`config.mk`:
```
export PLATFORM = sky130hd
export DESIGN_NAME = cpu
export DESIGN_NICKNAME = d
export VERILOG_FILES = /design/src/rv_isa_pkg.sv /design/src/cpu_ctrl_pkg.sv /design/src/ctrl_if.sv /design/src/alu.sv /design/src/regfile.sv /design/src/datapath.sv /design/src/control_unit.sv /design/src/cpu.sv
export VERILOG_INCLUDE_DIRS = /design/src
export SDC_FILE = /design/constraint.sdc
export NUM_CORES = 2
export LEC_CHECK = 0
export ABC_AREA = 0
export BUFFER_PORTS_ARGS = -buffer_cell sky130_fd_sc_hd__buf_2
export CORE_UTILIZATION = 30
export DETAILED_ROUTE_END_ITERATION = 10
export PLACE_DENSITY = 0.51
export SLEW_MARGIN = 5
export SYNTH_ARGS = -nofsm -noshare
export SYNTH_HDL_FRONTEND = slang
export SYNTH_SLANG_ARGS = --single-unit
```
`constraint.sdc`:
```
create_clock -name APB_PCLK -period 8.1 [get_ports APB_PCLK]
set_input_delay 1.62 -clock APB_PCLK [delete_from_list [all_inputs] [get_ports APB_PCLK]]
set_output_delay 1.62 -clock APB_PCLK [all_outputs]
set_load 0.01 [all_outputs]
```
`src/cpu_config.svh`:
```
`ifndef CPU_CONFIG_SVH
`define CPU_CONFIG_SVH

// APB bus widths
`define CPU_ADDR_WIDTH 32
`define CPU_DATA_WIDTH 32

// First fetch address after reset
`define CPU_RESET_PC 32'h0000_0000

// Fetching this word stops the core
`define CPU_HALT_WORD 32'h0000_0000

`endif

```
`src/rv_isa_pkg.sv`:
```
package rv_isa_pkg;

	typedef enum logic [6:0] {
		OPC_OP     = 7'b0110011, // Register ALU
		OPC_OP_IMM = 7'b0010011, // Immediate ALU
		OPC_LUI    = 7'b0110111,
		OPC_LOAD   = 7'b0000011,
		OPC_STORE  = 7'b0100011,
		OPC_BRANCH = 7'b1100011,
		OPC_JAL    = 7'b1101111
	} opcode_e;

	// Codes are shared between ALU, branch and store size
	typedef enum logic [2:0] {
		F3_ADD_BEQ_SB = 3'b000,
		F3_BNE_SH     = 3'b001,
		F3_SLT_SW     = 3'b010,
		F3_XOR        = 3'b100,
		F3_OR         = 3'b110,
		F3_AND        = 3'b111
	} funct3_e;

	typedef struct packed {
		logic [6:0] funct7;
		logic [4:0] rs2;
		logic [4:0] rs1;
		funct3_e    funct3;
		logic [4:0] rd;
		opcode_e    opcode;
	} r_fmt_t;

	typedef struct packed {
		logic [11:0] imm;
		logic [4:0]  rs1;
		funct3_e     funct3;
		logic [4:0]  rd;
		opcode_e     opcode;
	} i_fmt_t;

	typedef struct packed {
		logic [6:0] imm_hi;
		logic [4:0] rs2;
		logic [4:0] rs1;
		funct3_e    funct3;
		logic [4:0] imm_lo;
		opcode_e    opcode;
	} s_fmt_t;

	typedef struct packed {
		logic       imm_12;
		logic [5:0] imm_10_5;
		logic [4:0] rs2;
		logic [4:0] rs1;
		funct3_e    funct3;
		logic [3:0] imm_4_1;
		logic       imm_11;
		opcode_e    opcode;
	} b_fmt_t;

	typedef struct packed {
		logic [19:0] imm;
		logic [4:0]  rd;
		opcode_e     opcode;
	} u_fmt_t;

	typedef struct packed {
		logic       imm_20;
		logic [9:0] imm_10_1;
		logic       imm_11;
		logic [7:0] imm_19_12;
		logic [4:0] rd;
		opcode_e    opcode;
	} j_fmt_t;

	// One fetched word, seen through each encoding
	typedef union packed {
		r_fmt_t r_fmt;
		i_fmt_t i_fmt;
		s_fmt_t s_fmt;
		b_fmt_t b_fmt;
		u_fmt_t u_fmt;
		j_fmt_t j_fmt;
	} instr_u;

endpackage

```
`src/cpu_ctrl_pkg.sv`:
```
package cpu_ctrl_pkg;

	typedef enum logic [3:0] {
		S_IDLE,
		S_FETCH_SETUP,
		S_FETCH_ACCESS,
		S_DECODE,
		S_EXECUTE,
		S_MEM_SETUP,
		S_MEM_ACCESS,
		S_WRITEBACK,
		S_HALT
	} cpu_state_e;

	typedef enum logic [2:0] {
		ALU_ADD,
		ALU_SUB,
		ALU_AND,
		ALU_OR,
		ALU_XOR,
		ALU_SLT // Signed compare
	} alu_op_e;

	// Source of the register write-back value
	typedef enum logic [1:0] {
		WB_ALU,
		WB_MEM,
		WB_PC4,
		WB_IMM
	} wb_sel_e;

endpackage

```
`src/ctrl_if.sv`:
```
`timescale 1ns/1ps

interface ctrl_if import rv_isa_pkg::*, cpu_ctrl_pkg::*; ();
	logic    load_instr;
	logic    load_pc;
	logic    pc_sel;      // 1 selects branch or jump target
	logic    load_paddr;
	logic    addr_sel;    // 1 selects data address
	logic    load_pdata;
	logic    reg_write;
	wb_sel_e wb_sel;
	alu_op_e alu_op;
	logic    alu_src_imm;
	instr_u  instr;       // Held instruction back to the FSM
	logic    cmp_eq;

	modport ctrl_mp (
		output load_instr, load_pc, pc_sel, load_paddr, addr_sel,
		output load_pdata, reg_write, wb_sel, alu_op, alu_src_imm,
		input  instr, cmp_eq
	);

	modport dp_mp (
		input  load_instr, load_pc, pc_sel, load_paddr, addr_sel,
		input  load_pdata, reg_write, wb_sel, alu_op, alu_src_imm,
		output instr, cmp_eq
	);
endinterface

```
`src/alu.sv`:
```
`timescale 1ns/1ps

module alu import cpu_ctrl_pkg::*; (
	input  alu_op_e     op,
	input  logic [31:0] a,
	input  logic [31:0] b,
	output logic [31:0] y,
	output logic        eq
);
	logic lt;

	assign lt = $signed(a) < $signed(b);
	assign eq = (a == b); // Branch compare, independent of op

	always_comb begin
		case (op)
			ALU_ADD: y = a + b;
			ALU_SUB: y = a - b;
			ALU_AND: y = a & b;
			ALU_OR:  y = a | b;
			ALU_XOR: y = a ^ b;
			ALU_SLT: y = {31'b0, lt};
			default: y = a + b;
		endcase
	end
endmodule

```
`src/regfile.sv`:
```
`timescale 1ns/1ps

module regfile (
	input  logic        APB_PCLK,
	input  logic        we,
	input  logic [4:0]  ra0,
	input  logic [4:0]  ra1,
	input  logic [4:0]  wa,
	input  logic [31:0] wd,
	output logic [31:0] rd0,
	output logic [31:0] rd1
);
	logic [31:0] regs [0:31];

	always_ff @(posedge APB_PCLK) begin
		if (we && wa != 5'd0) begin
			regs[wa] <= wd;
		end
	end

	// x0 reads zero whatever the array holds
	assign rd0 = (ra0 == 5'd0) ? 32'd0 : regs[ra0];
	assign rd1 = (ra1 == 5'd0) ? 32'd0 : regs[ra1];
endmodule

```
`src/datapath.sv`:
```
`timescale 1ns/1ps
`include "cpu_config.svh"

module datapath import rv_isa_pkg::*, cpu_ctrl_pkg::*; (
	input  logic                       APB_PCLK,
	input  logic                       APB_PRESETn,
	ctrl_if.dp_mp                      ctrl,
	input  logic [`CPU_DATA_WIDTH-1:0] prdata,
	output logic [`CPU_ADDR_WIDTH-1:0] paddr,
	output logic [`CPU_DATA_WIDTH-1:0] pwdata,
	output logic [`CPU_ADDR_WIDTH-1:0] pc,
	output logic [3:0]                 pstrb
);
	instr_u                     instr_q;
	logic [`CPU_ADDR_WIDTH-1:0] addr_q;    // Load/store address
	logic [`CPU_DATA_WIDTH-1:0] ld_data_q;
	logic [`CPU_DATA_WIDTH-1:0] st_data;
	logic [`CPU_ADDR_WIDTH-1:0] pc_plus4;
	logic [`CPU_ADDR_WIDTH-1:0] pc_target;
	logic [31:0]                imm;
	logic [31:0]                rs1_val;
	logic [31:0]                rs2_val;
	logic [31:0]                alu_b;
	logic [31:0]                alu_y;
	logic [31:0]                wb_data;
	opcode_e                    opcode;
	funct3_e                    funct3;

	assign opcode      = instr_q.r_fmt.opcode;
	assign funct3      = instr_q.r_fmt.funct3;
	assign ctrl.instr  = instr_q;
	assign pc_plus4    = pc + 32'd4;
	assign pc_target   = pc + imm;
	assign alu_b       = ctrl.alu_src_imm ? imm : rs2_val;

	always_ff @(posedge APB_PCLK) begin
		if (!APB_PRESETn) begin
			pc <= `CPU_RESET_PC;
		end else if (ctrl.load_pc) begin
			pc <= ctrl.pc_sel ? pc_target : pc_plus4;
		end
	end

	always_ff @(posedge APB_PCLK) begin
		if (ctrl.load_instr) begin
			instr_q <= prdata;
		end
		if (ctrl.load_paddr) begin
			addr_q <= alu_y;
		end
		if (ctrl.load_pdata) begin
			pwdata <= st_data;
		end
		ld_data_q <= prdata; // Holds the word from the completing ACCESS edge
	end

	// Immediate per format
	always_comb begin
		case (opcode)
			OPC_STORE:  imm = {{20{instr_q.s_fmt.imm_hi[6]}}, instr_q.s_fmt.imm_hi,
				instr_q.s_fmt.imm_lo};
			OPC_BRANCH: imm = {{19{instr_q.b_fmt.imm_12}}, instr_q.b_fmt.imm_12,
				instr_q.b_fmt.imm_11, instr_q.b_fmt.imm_10_5, instr_q.b_fmt.imm_4_1, 1'b0};
			OPC_LUI:    imm = {instr_q.u_fmt.imm, 12'b0};
			OPC_JAL:    imm = {{11{instr_q.j_fmt.imm_20}}, instr_q.j_fmt.imm_20,
				instr_q.j_fmt.imm_19_12, instr_q.j_fmt.imm_11, instr_q.j_fmt.imm_10_1, 1'b0};
			default:    imm = {{20{instr_q.i_fmt.imm[11]}}, instr_q.i_fmt.imm};
		endcase
	end

	always_comb begin
		case (ctrl.wb_sel)
			WB_MEM:  wb_data = ld_data_q;
			WB_PC4:  wb_data = pc_plus4;
			WB_IMM:  wb_data = imm;
			default: wb_data = alu_y;
		endcase
	end

	// Store data copied to every lane, strobe picks the lane
	always_comb begin
		case (funct3)
			F3_ADD_BEQ_SB: st_data = {4{rs2_val[7:0]}};
			F3_BNE_SH:     st_data = {2{rs2_val[15:0]}};
			default:       st_data = rs2_val;
		endcase
	end

	always_comb begin
		pstrb = 4'b1111; // Reads and fetches
		if (ctrl.addr_sel && opcode == OPC_STORE) begin
			case (funct3)
				F3_ADD_BEQ_SB: pstrb = 4'b0001 << addr_q[1:0];
				F3_BNE_SH:     pstrb = 4'b0011 << {addr_q[1], 1'b0};
				default:       pstrb = 4'b1111;
			endcase
		end
	end

	assign paddr = ctrl.addr_sel ? addr_q : pc;

	regfile u_regfile (
		.APB_PCLK (APB_PCLK),
		.we       (ctrl.reg_write),
		.ra0      (instr_q.r_fmt.rs1),
		.ra1      (instr_q.r_fmt.rs2),
		.wa       (instr_q.r_fmt.rd),
		.wd       (wb_data),
		.rd0      (rs1_val),
		.rd1      (rs2_val)
	);

	alu u_alu (
		.op (ctrl.alu_op),
		.a  (rs1_val),
		.b  (alu_b),
		.y  (alu_y),
		.eq (ctrl.cmp_eq)
	);
endmodule

```
`src/control_unit.sv`:
```
`timescale 1ns/1ps
`include "cpu_config.svh"

module control_unit import rv_isa_pkg::*, cpu_ctrl_pkg::*; (
	input  logic                       APB_PCLK,
	input  logic                       APB_PRESETn,
	ctrl_if.ctrl_mp                    ctrl,
	input  logic [`CPU_DATA_WIDTH-1:0] prdata,
	input  logic                       pready,
	output logic                       psel,
	output logic                       penable,
	output logic                       pwrite,
	output logic                       halted
);
	cpu_state_e state;
	cpu_state_e state_nxt;
	opcode_e    opcode;
	funct3_e    funct3;
	logic       is_mem;
	logic       taken;

	assign opcode = ctrl.instr.r_fmt.opcode;
	assign funct3 = ctrl.instr.r_fmt.funct3;
	assign is_mem = (opcode == OPC_LOAD) || (opcode == OPC_STORE);
	assign taken  = (funct3 == F3_BNE_SH) ? !ctrl.cmp_eq : ctrl.cmp_eq;

	always_ff @(posedge APB_PCLK) begin
		if (!APB_PRESETn) begin
			state <= S_IDLE;
		end else begin
			state <= state_nxt;
		end
	end

	always_comb begin
		state_nxt = state;
		case (state)
			S_IDLE:         state_nxt = S_FETCH_SETUP;
			S_FETCH_SETUP:  state_nxt = S_FETCH_ACCESS;
			S_FETCH_ACCESS: if (pready) begin
				state_nxt = (prdata == `CPU_HALT_WORD) ? S_HALT : S_DECODE;
			end
			S_DECODE:       state_nxt = S_EXECUTE;
			S_EXECUTE:      state_nxt = is_mem ? S_MEM_SETUP : S_WRITEBACK;
			S_MEM_SETUP:    state_nxt = S_MEM_ACCESS;
			S_MEM_ACCESS:   if (pready) begin
				state_nxt = S_WRITEBACK;
			end
			S_WRITEBACK:    state_nxt = S_FETCH_SETUP;
			S_HALT:         state_nxt = S_HALT; // Only reset leaves
			default:        state_nxt = S_IDLE;
		endcase
	end

	// APB control straight from state, stable across SETUP and ACCESS
	assign psel    = (state == S_FETCH_SETUP) || (state == S_FETCH_ACCESS) ||
		(state == S_MEM_SETUP) || (state == S_MEM_ACCESS);
	assign penable = (state == S_FETCH_ACCESS) || (state == S_MEM_ACCESS);
	assign pwrite  = ((state == S_MEM_SETUP) || (state == S_MEM_ACCESS)) &&
		(opcode == OPC_STORE);
	assign halted  = (state == S_HALT);

	assign ctrl.load_instr = (state == S_FETCH_ACCESS) && pready;
	assign ctrl.addr_sel   = (state == S_MEM_SETUP) || (state == S_MEM_ACCESS);
	assign ctrl.load_paddr = (state == S_EXECUTE) && is_mem;
	assign ctrl.load_pdata = (state == S_EXECUTE) && (opcode == OPC_STORE);
	assign ctrl.load_pc    = (state == S_WRITEBACK);
	assign ctrl.pc_sel     = (opcode == OPC_JAL) || ((opcode == OPC_BRANCH) && taken);

	// Register write and its source
	always_comb begin
		ctrl.reg_write = 1'b0;
		ctrl.wb_sel    = WB_ALU;
		case (opcode)
			OPC_OP, OPC_OP_IMM: ctrl.reg_write = (state == S_WRITEBACK);
			OPC_LUI: begin
				ctrl.reg_write = (state == S_WRITEBACK);
				ctrl.wb_sel    = WB_IMM;
			end
			OPC_LOAD: begin
				ctrl.reg_write = (state == S_WRITEBACK);
				ctrl.wb_sel    = WB_MEM;
			end
			OPC_JAL: begin
				ctrl.reg_write = (state == S_WRITEBACK);
				ctrl.wb_sel    = WB_PC4; // Link address
			end
			default: ctrl.reg_write = 1'b0;
		endcase
	end

	// ALU decode, held steady through EXECUTE and WRITEBACK
	always_comb begin
		ctrl.alu_op      = ALU_ADD;
		ctrl.alu_src_imm = (opcode != OPC_OP) && (opcode != OPC_BRANCH);
		if (opcode == OPC_OP || opcode == OPC_OP_IMM) begin
			case (funct3)
				F3_ADD_BEQ_SB: ctrl.alu_op = (opcode == OPC_OP && ctrl.instr.r_fmt.funct7[5]) ?
					ALU_SUB : ALU_ADD;
				F3_SLT_SW:     ctrl.alu_op = ALU_SLT;
				F3_XOR:        ctrl.alu_op = ALU_XOR;
				F3_OR:         ctrl.alu_op = ALU_OR;
				F3_AND:        ctrl.alu_op = ALU_AND;
				default:       ctrl.alu_op = ALU_ADD;
			endcase
		end else if (opcode == OPC_BRANCH) begin
			ctrl.alu_op = ALU_SUB;
		end
	end
endmodule

```
`src/cpu.sv`:
```
`timescale 1ns/1ps
`include "cpu_config.svh"

module cpu (
	input  logic                       APB_PCLK,
	input  logic                       APB_PRESETn,
	output logic [`CPU_ADDR_WIDTH-1:0] paddr,
	output logic [`CPU_DATA_WIDTH-1:0] pwdata,
	input  logic [`CPU_DATA_WIDTH-1:0] prdata,
	output logic                       psel,
	output logic                       penable,
	output logic                       pwrite,
	output logic [3:0]                 pstrb,
	input  logic                       pready,
	output logic                       halted,
	output logic [`CPU_ADDR_WIDTH-1:0] pc
);
	ctrl_if ctrl0 ();

	control_unit u_control_unit (
		.APB_PCLK    (APB_PCLK),
		.APB_PRESETn (APB_PRESETn),
		.ctrl        (ctrl0.ctrl_mp),
		.prdata      (prdata),
		.pready      (pready),
		.psel        (psel),
		.penable     (penable),
		.pwrite      (pwrite),
		.halted      (halted)
	);

	datapath u_datapath (
		.APB_PCLK    (APB_PCLK),
		.APB_PRESETn (APB_PRESETn),
		.ctrl        (ctrl0.dp_mp),
		.prdata      (prdata),
		.paddr       (paddr),
		.pwdata      (pwdata),
		.pc          (pc),
		.pstrb       (pstrb)
	);
endmodule

```
==> impl_metrics.env <==
export IMPL_path_common_cell="o21ai_0"
export IMPL_period_needed_ps=7030
export IMPL_yosysWarnings=0
export IMPL_synth_ff_type="edfxtp_1"
export IMPL_critical_path_class="reg2reg"
export IMPL_worst_pin_slew_ps=1250
export IMPL_max_slew_margin_pct=16.9
export IMPL_path_max_fanout=40
export IMPL_drc=0
export IMPL_cts_resized=0
export IMPL_synth_distinct_cells=102
export IMPL_core_mm2=0.207
export IMPL_endpoint_kind="flop"
export IMPL_gp_congestion=0.979
export IMPL_synthCells=3961
export IMPL_reg2reg_depth=17
export IMPL_dp_hpwl_um=148000
export IMPL_power_leakage_uw=0.0238
export IMPL_clk_pin_slew_worst_paths_ps=60
export IMPL_drt_pass1_iter_count=8
export IMPL_vdd_ir_drop_max_mv=0.161
export IMPL_hold_depth=1
export IMPL_fin_nets=4313
export IMPL_htree_levels=4
export IMPL_die_h_um=459
export IMPL_fin_cells=7036
export IMPL_start_kind="flop"
export IMPL_worstPathRequired_ps=8490
export IMPL_post_route_period_util_pct=86.8
export IMPL_rsz0062_at_grt="false"
export IMPL_antenna_found_initial=5
export IMPL_clock_root_buffer="clkbuf_16"
export IMPL_grt_max_degree=76
export IMPL_ant_nets=0
export IMPL_drt_iter0_markers=4843
export IMPL_dp_cells=6803
export IMPL_cpMaxStageDelayCell="o21a_1"
export IMPL_min_path_type="reg2reg"
export IMPL_clock_fmax_mhz=142
export IMPL_setup_violations=0
export IMPL_fp_dieW_um=459
export IMPL_r2r_setup_slack_ps=1070
export IMPL_rows=167
export IMPL_grt_ovfl_total=0
export IMPL_synth_seq_cells=1198
export IMPL_synth_edff_count=1120
export IMPL_final_setup_skew_ps=48.7
export IMPL_cts_sinks=1198
export IMPL_wire_per_inst_um=32.7
export IMPL_syn_area_mm2=0.0625
export IMPL_max_stage_delay_ps=980
export IMPL_initial_core_util_pct=30.2
export IMPL_async_flop_share_pct=0
export IMPL_cp_arrival_ps=7430
export IMPL_vias=40100
export IMPL_postCtsSetupRepairBufs=0
export IMPL_dieArea_mm2=0.210
export IMPL_drv_cap=0
export IMPL_powerDensity_mw_per_mm2=227
export IMPL_grt_pass1_wl_um=320000
export IMPL_grt_pass1_vias=40000
export IMPL_status="completed"
export IMPL_yosysSeqAreaShare_pct=56.3
export IMPL_clockBufferDepth=3
export IMPL_clk_latency_ps=790
export IMPL_fillCellCount=19800
export IMPL_cts_tree="built"
export IMPL_area_growth_pct=14.5
export IMPL_numCtsBuffers=130
export IMPL_grtUsageTotal_pct=21.7
export IMPL_finalSetupTns_ps=0
export IMPL_hold_buffers=0
export IMPL_io_pins=139
export IMPL_cp_cell_sequence="buf_12 -> mux4_2 -> mux4_2 -> mux2i_1 -> or2_2 -> o21ai_0 -> ha_1 -> o21ai_0 -> o21ai_0 -> and2_1 -> a31oi_1 -> nor3_1 -> o21ai_0 -> o31ai_1 -> o211a_1 -> o21ai_0 -> o21a_1"
export IMPL_finalHoldViolations=0
export IMPL_slew_violations=0
export IMPL_drt_wl_total_um=230000
export IMPL_numPortBuffers=138
export IMPL_drive_gt1_share_pct=30.8
export IMPL_via_per_inst=5.70
export IMPL_synth_avg_cell_area_um2=15.8
## registers in the layout, indices dropped and copies added (netlist names), named ones only
name and cells:
u_datapath.pwdata 32, u_datapath.addr_q 32, u_datapath.u_regfile.regs 1024, u_datapath.ld_data_q 32, u_datapath.pc 32, u_datapath.ctrl.instr 32, u_control_unit.state 4
## path summary, 6_finish.rpt
check / start / endpoint
setup / recovery: flop / u_datapath.u_regfile.regs[3][15]
setup reg to reg: flop / u_datapath.u_regfile.regs[3][15]
hold reg to reg: u_control_unit.state[3] / u_control_unit.state[2]
hold / removal: u_control_unit.state[3] / u_control_unit.state[2]
## kinds of logic after synthesis
kind of cell | Yosys count | synth area share, %
other cells | 1 | 0.00600
xor+xnor | 76 | 1.06
fa+ha+maj | 132 | 2.67
simple gates | 774 | 5.91
compound gates | 654 | 6.93
buf+inv | 403 | 2.68
mux | 723 | 24.5
flops | 1198 | 56.3
## per-layer routing
layer / share of wire, % / track usage [%]
met1: 41 / 28.8
met5: 0.0057 / 0
met2: 47 / 34.6
met3: 7.1 / 3.88
met4: 4.7 / 9.41
## report_power, final
part | internal [uW] | switching [uW] | leakage, uW | total [uW]
Clock | 3260 | 2560 | 0.00195 | 5820
Sequential | 7410 | 112 | 0.0107 | 7520
Combinational | 1030 | 1910 | 0.0111 | 2940
Total | 11700 | 4580 | 0.0238 | 16300
## cells in the mapped netlist (13+ instances only)
cell type	n	area [um^2]
a31oi_1	17	106
o211ai_1	25	188
o31ai_1	20	150
a221oi_1	15	131
nor2b_1	19	119
buf_2	82	410
a21o_1	43	323
o221ai_1	16	140
and3_1	24	150
nor4_1	20	125
ha_1	128	1600
and2_1	19	119
nand4_1	16	100
xnor2_1	54	473
mux2i_1	34	340
nand2b_1	50	313
nor3_1	42	210
nor2_1	217	815
buf_1	32	120
o21ai_0	129	646
o21a_1	25	188
o21ai_1	13	65.1
mux4_2	640	14400
inv_1	117	439
a211oi_1	16	120
or2_2	14	87.6
a21oi_1	197	986
dfxtp_1	78	1560
clkbuf_1	149	559
edfxtp_1	1120	33600
xor2_1	22	193
mux2_2	49	552
nand2_1	249	935
nand3_1	50	250
## area by class of cell
class | instances | area, um^2 | share of cell area (%)
well taps | 2788 | 3490 | 4.87
inverters | 127 | 477 | 0.666
clock inverters | 70 | 624 | 0.872
multi-input cells | 2391 | 26200 | 36.6
diodes | 4 | 10.0 | 0.0140
clock buffers | 159 | 3400 | 4.76
flip-flops and latches | 1198 | 35200 | 49.2
repair buffers | 299 | 2150 | 3.00
## layout by cell type (no fill, tap or decap), types with 27 or more instances in the layout
master	instances
nor3_1	39
nand2b_1	50
buf_4	141
inv_1	117
xnor2_1	54
ha_1	128
nand2_1	249
nor2_1	185
edfxtp_1	1120
a21o_1	43
nor2_4	30
o21ai_0	126
nand3_1	50
clkbuf_16	132
clkbuf_1	27
mux4_2	640
conb_1	32
buf_2	138
dfxtp_1	68
mux2_2	49
mux2i_1	34
a21oi_1	190
## through the flow
stage / utilization, % / instance area [um^2] / hold slack [ps] / power, uW / setup WS, ps
CTS: 34.6 / 71600 / 612 / 16400 / 1220
floorplan: - / 62700 / 480 / 9420 / 1930
finish: 34.6 / 71600 / 618 / 16300 / 1070
detailed placement: 32.6 / 67600 / 616 / 10600 / 1270
global route: 34.6 / 71600 / 656 / 16800 / 663
global placement: 32.6 / 67600 / 613 / 10600 / 1320
## critical path: cells and delay by family, from the launching register on
family	cells	cell delay (ps)
compound gates	9	2970
fa+ha+maj	1	460
buf+inv	1	400
flops	1	700
mux	3	1420
simple gates	3	620
Power figures use the tool's default switching activity.
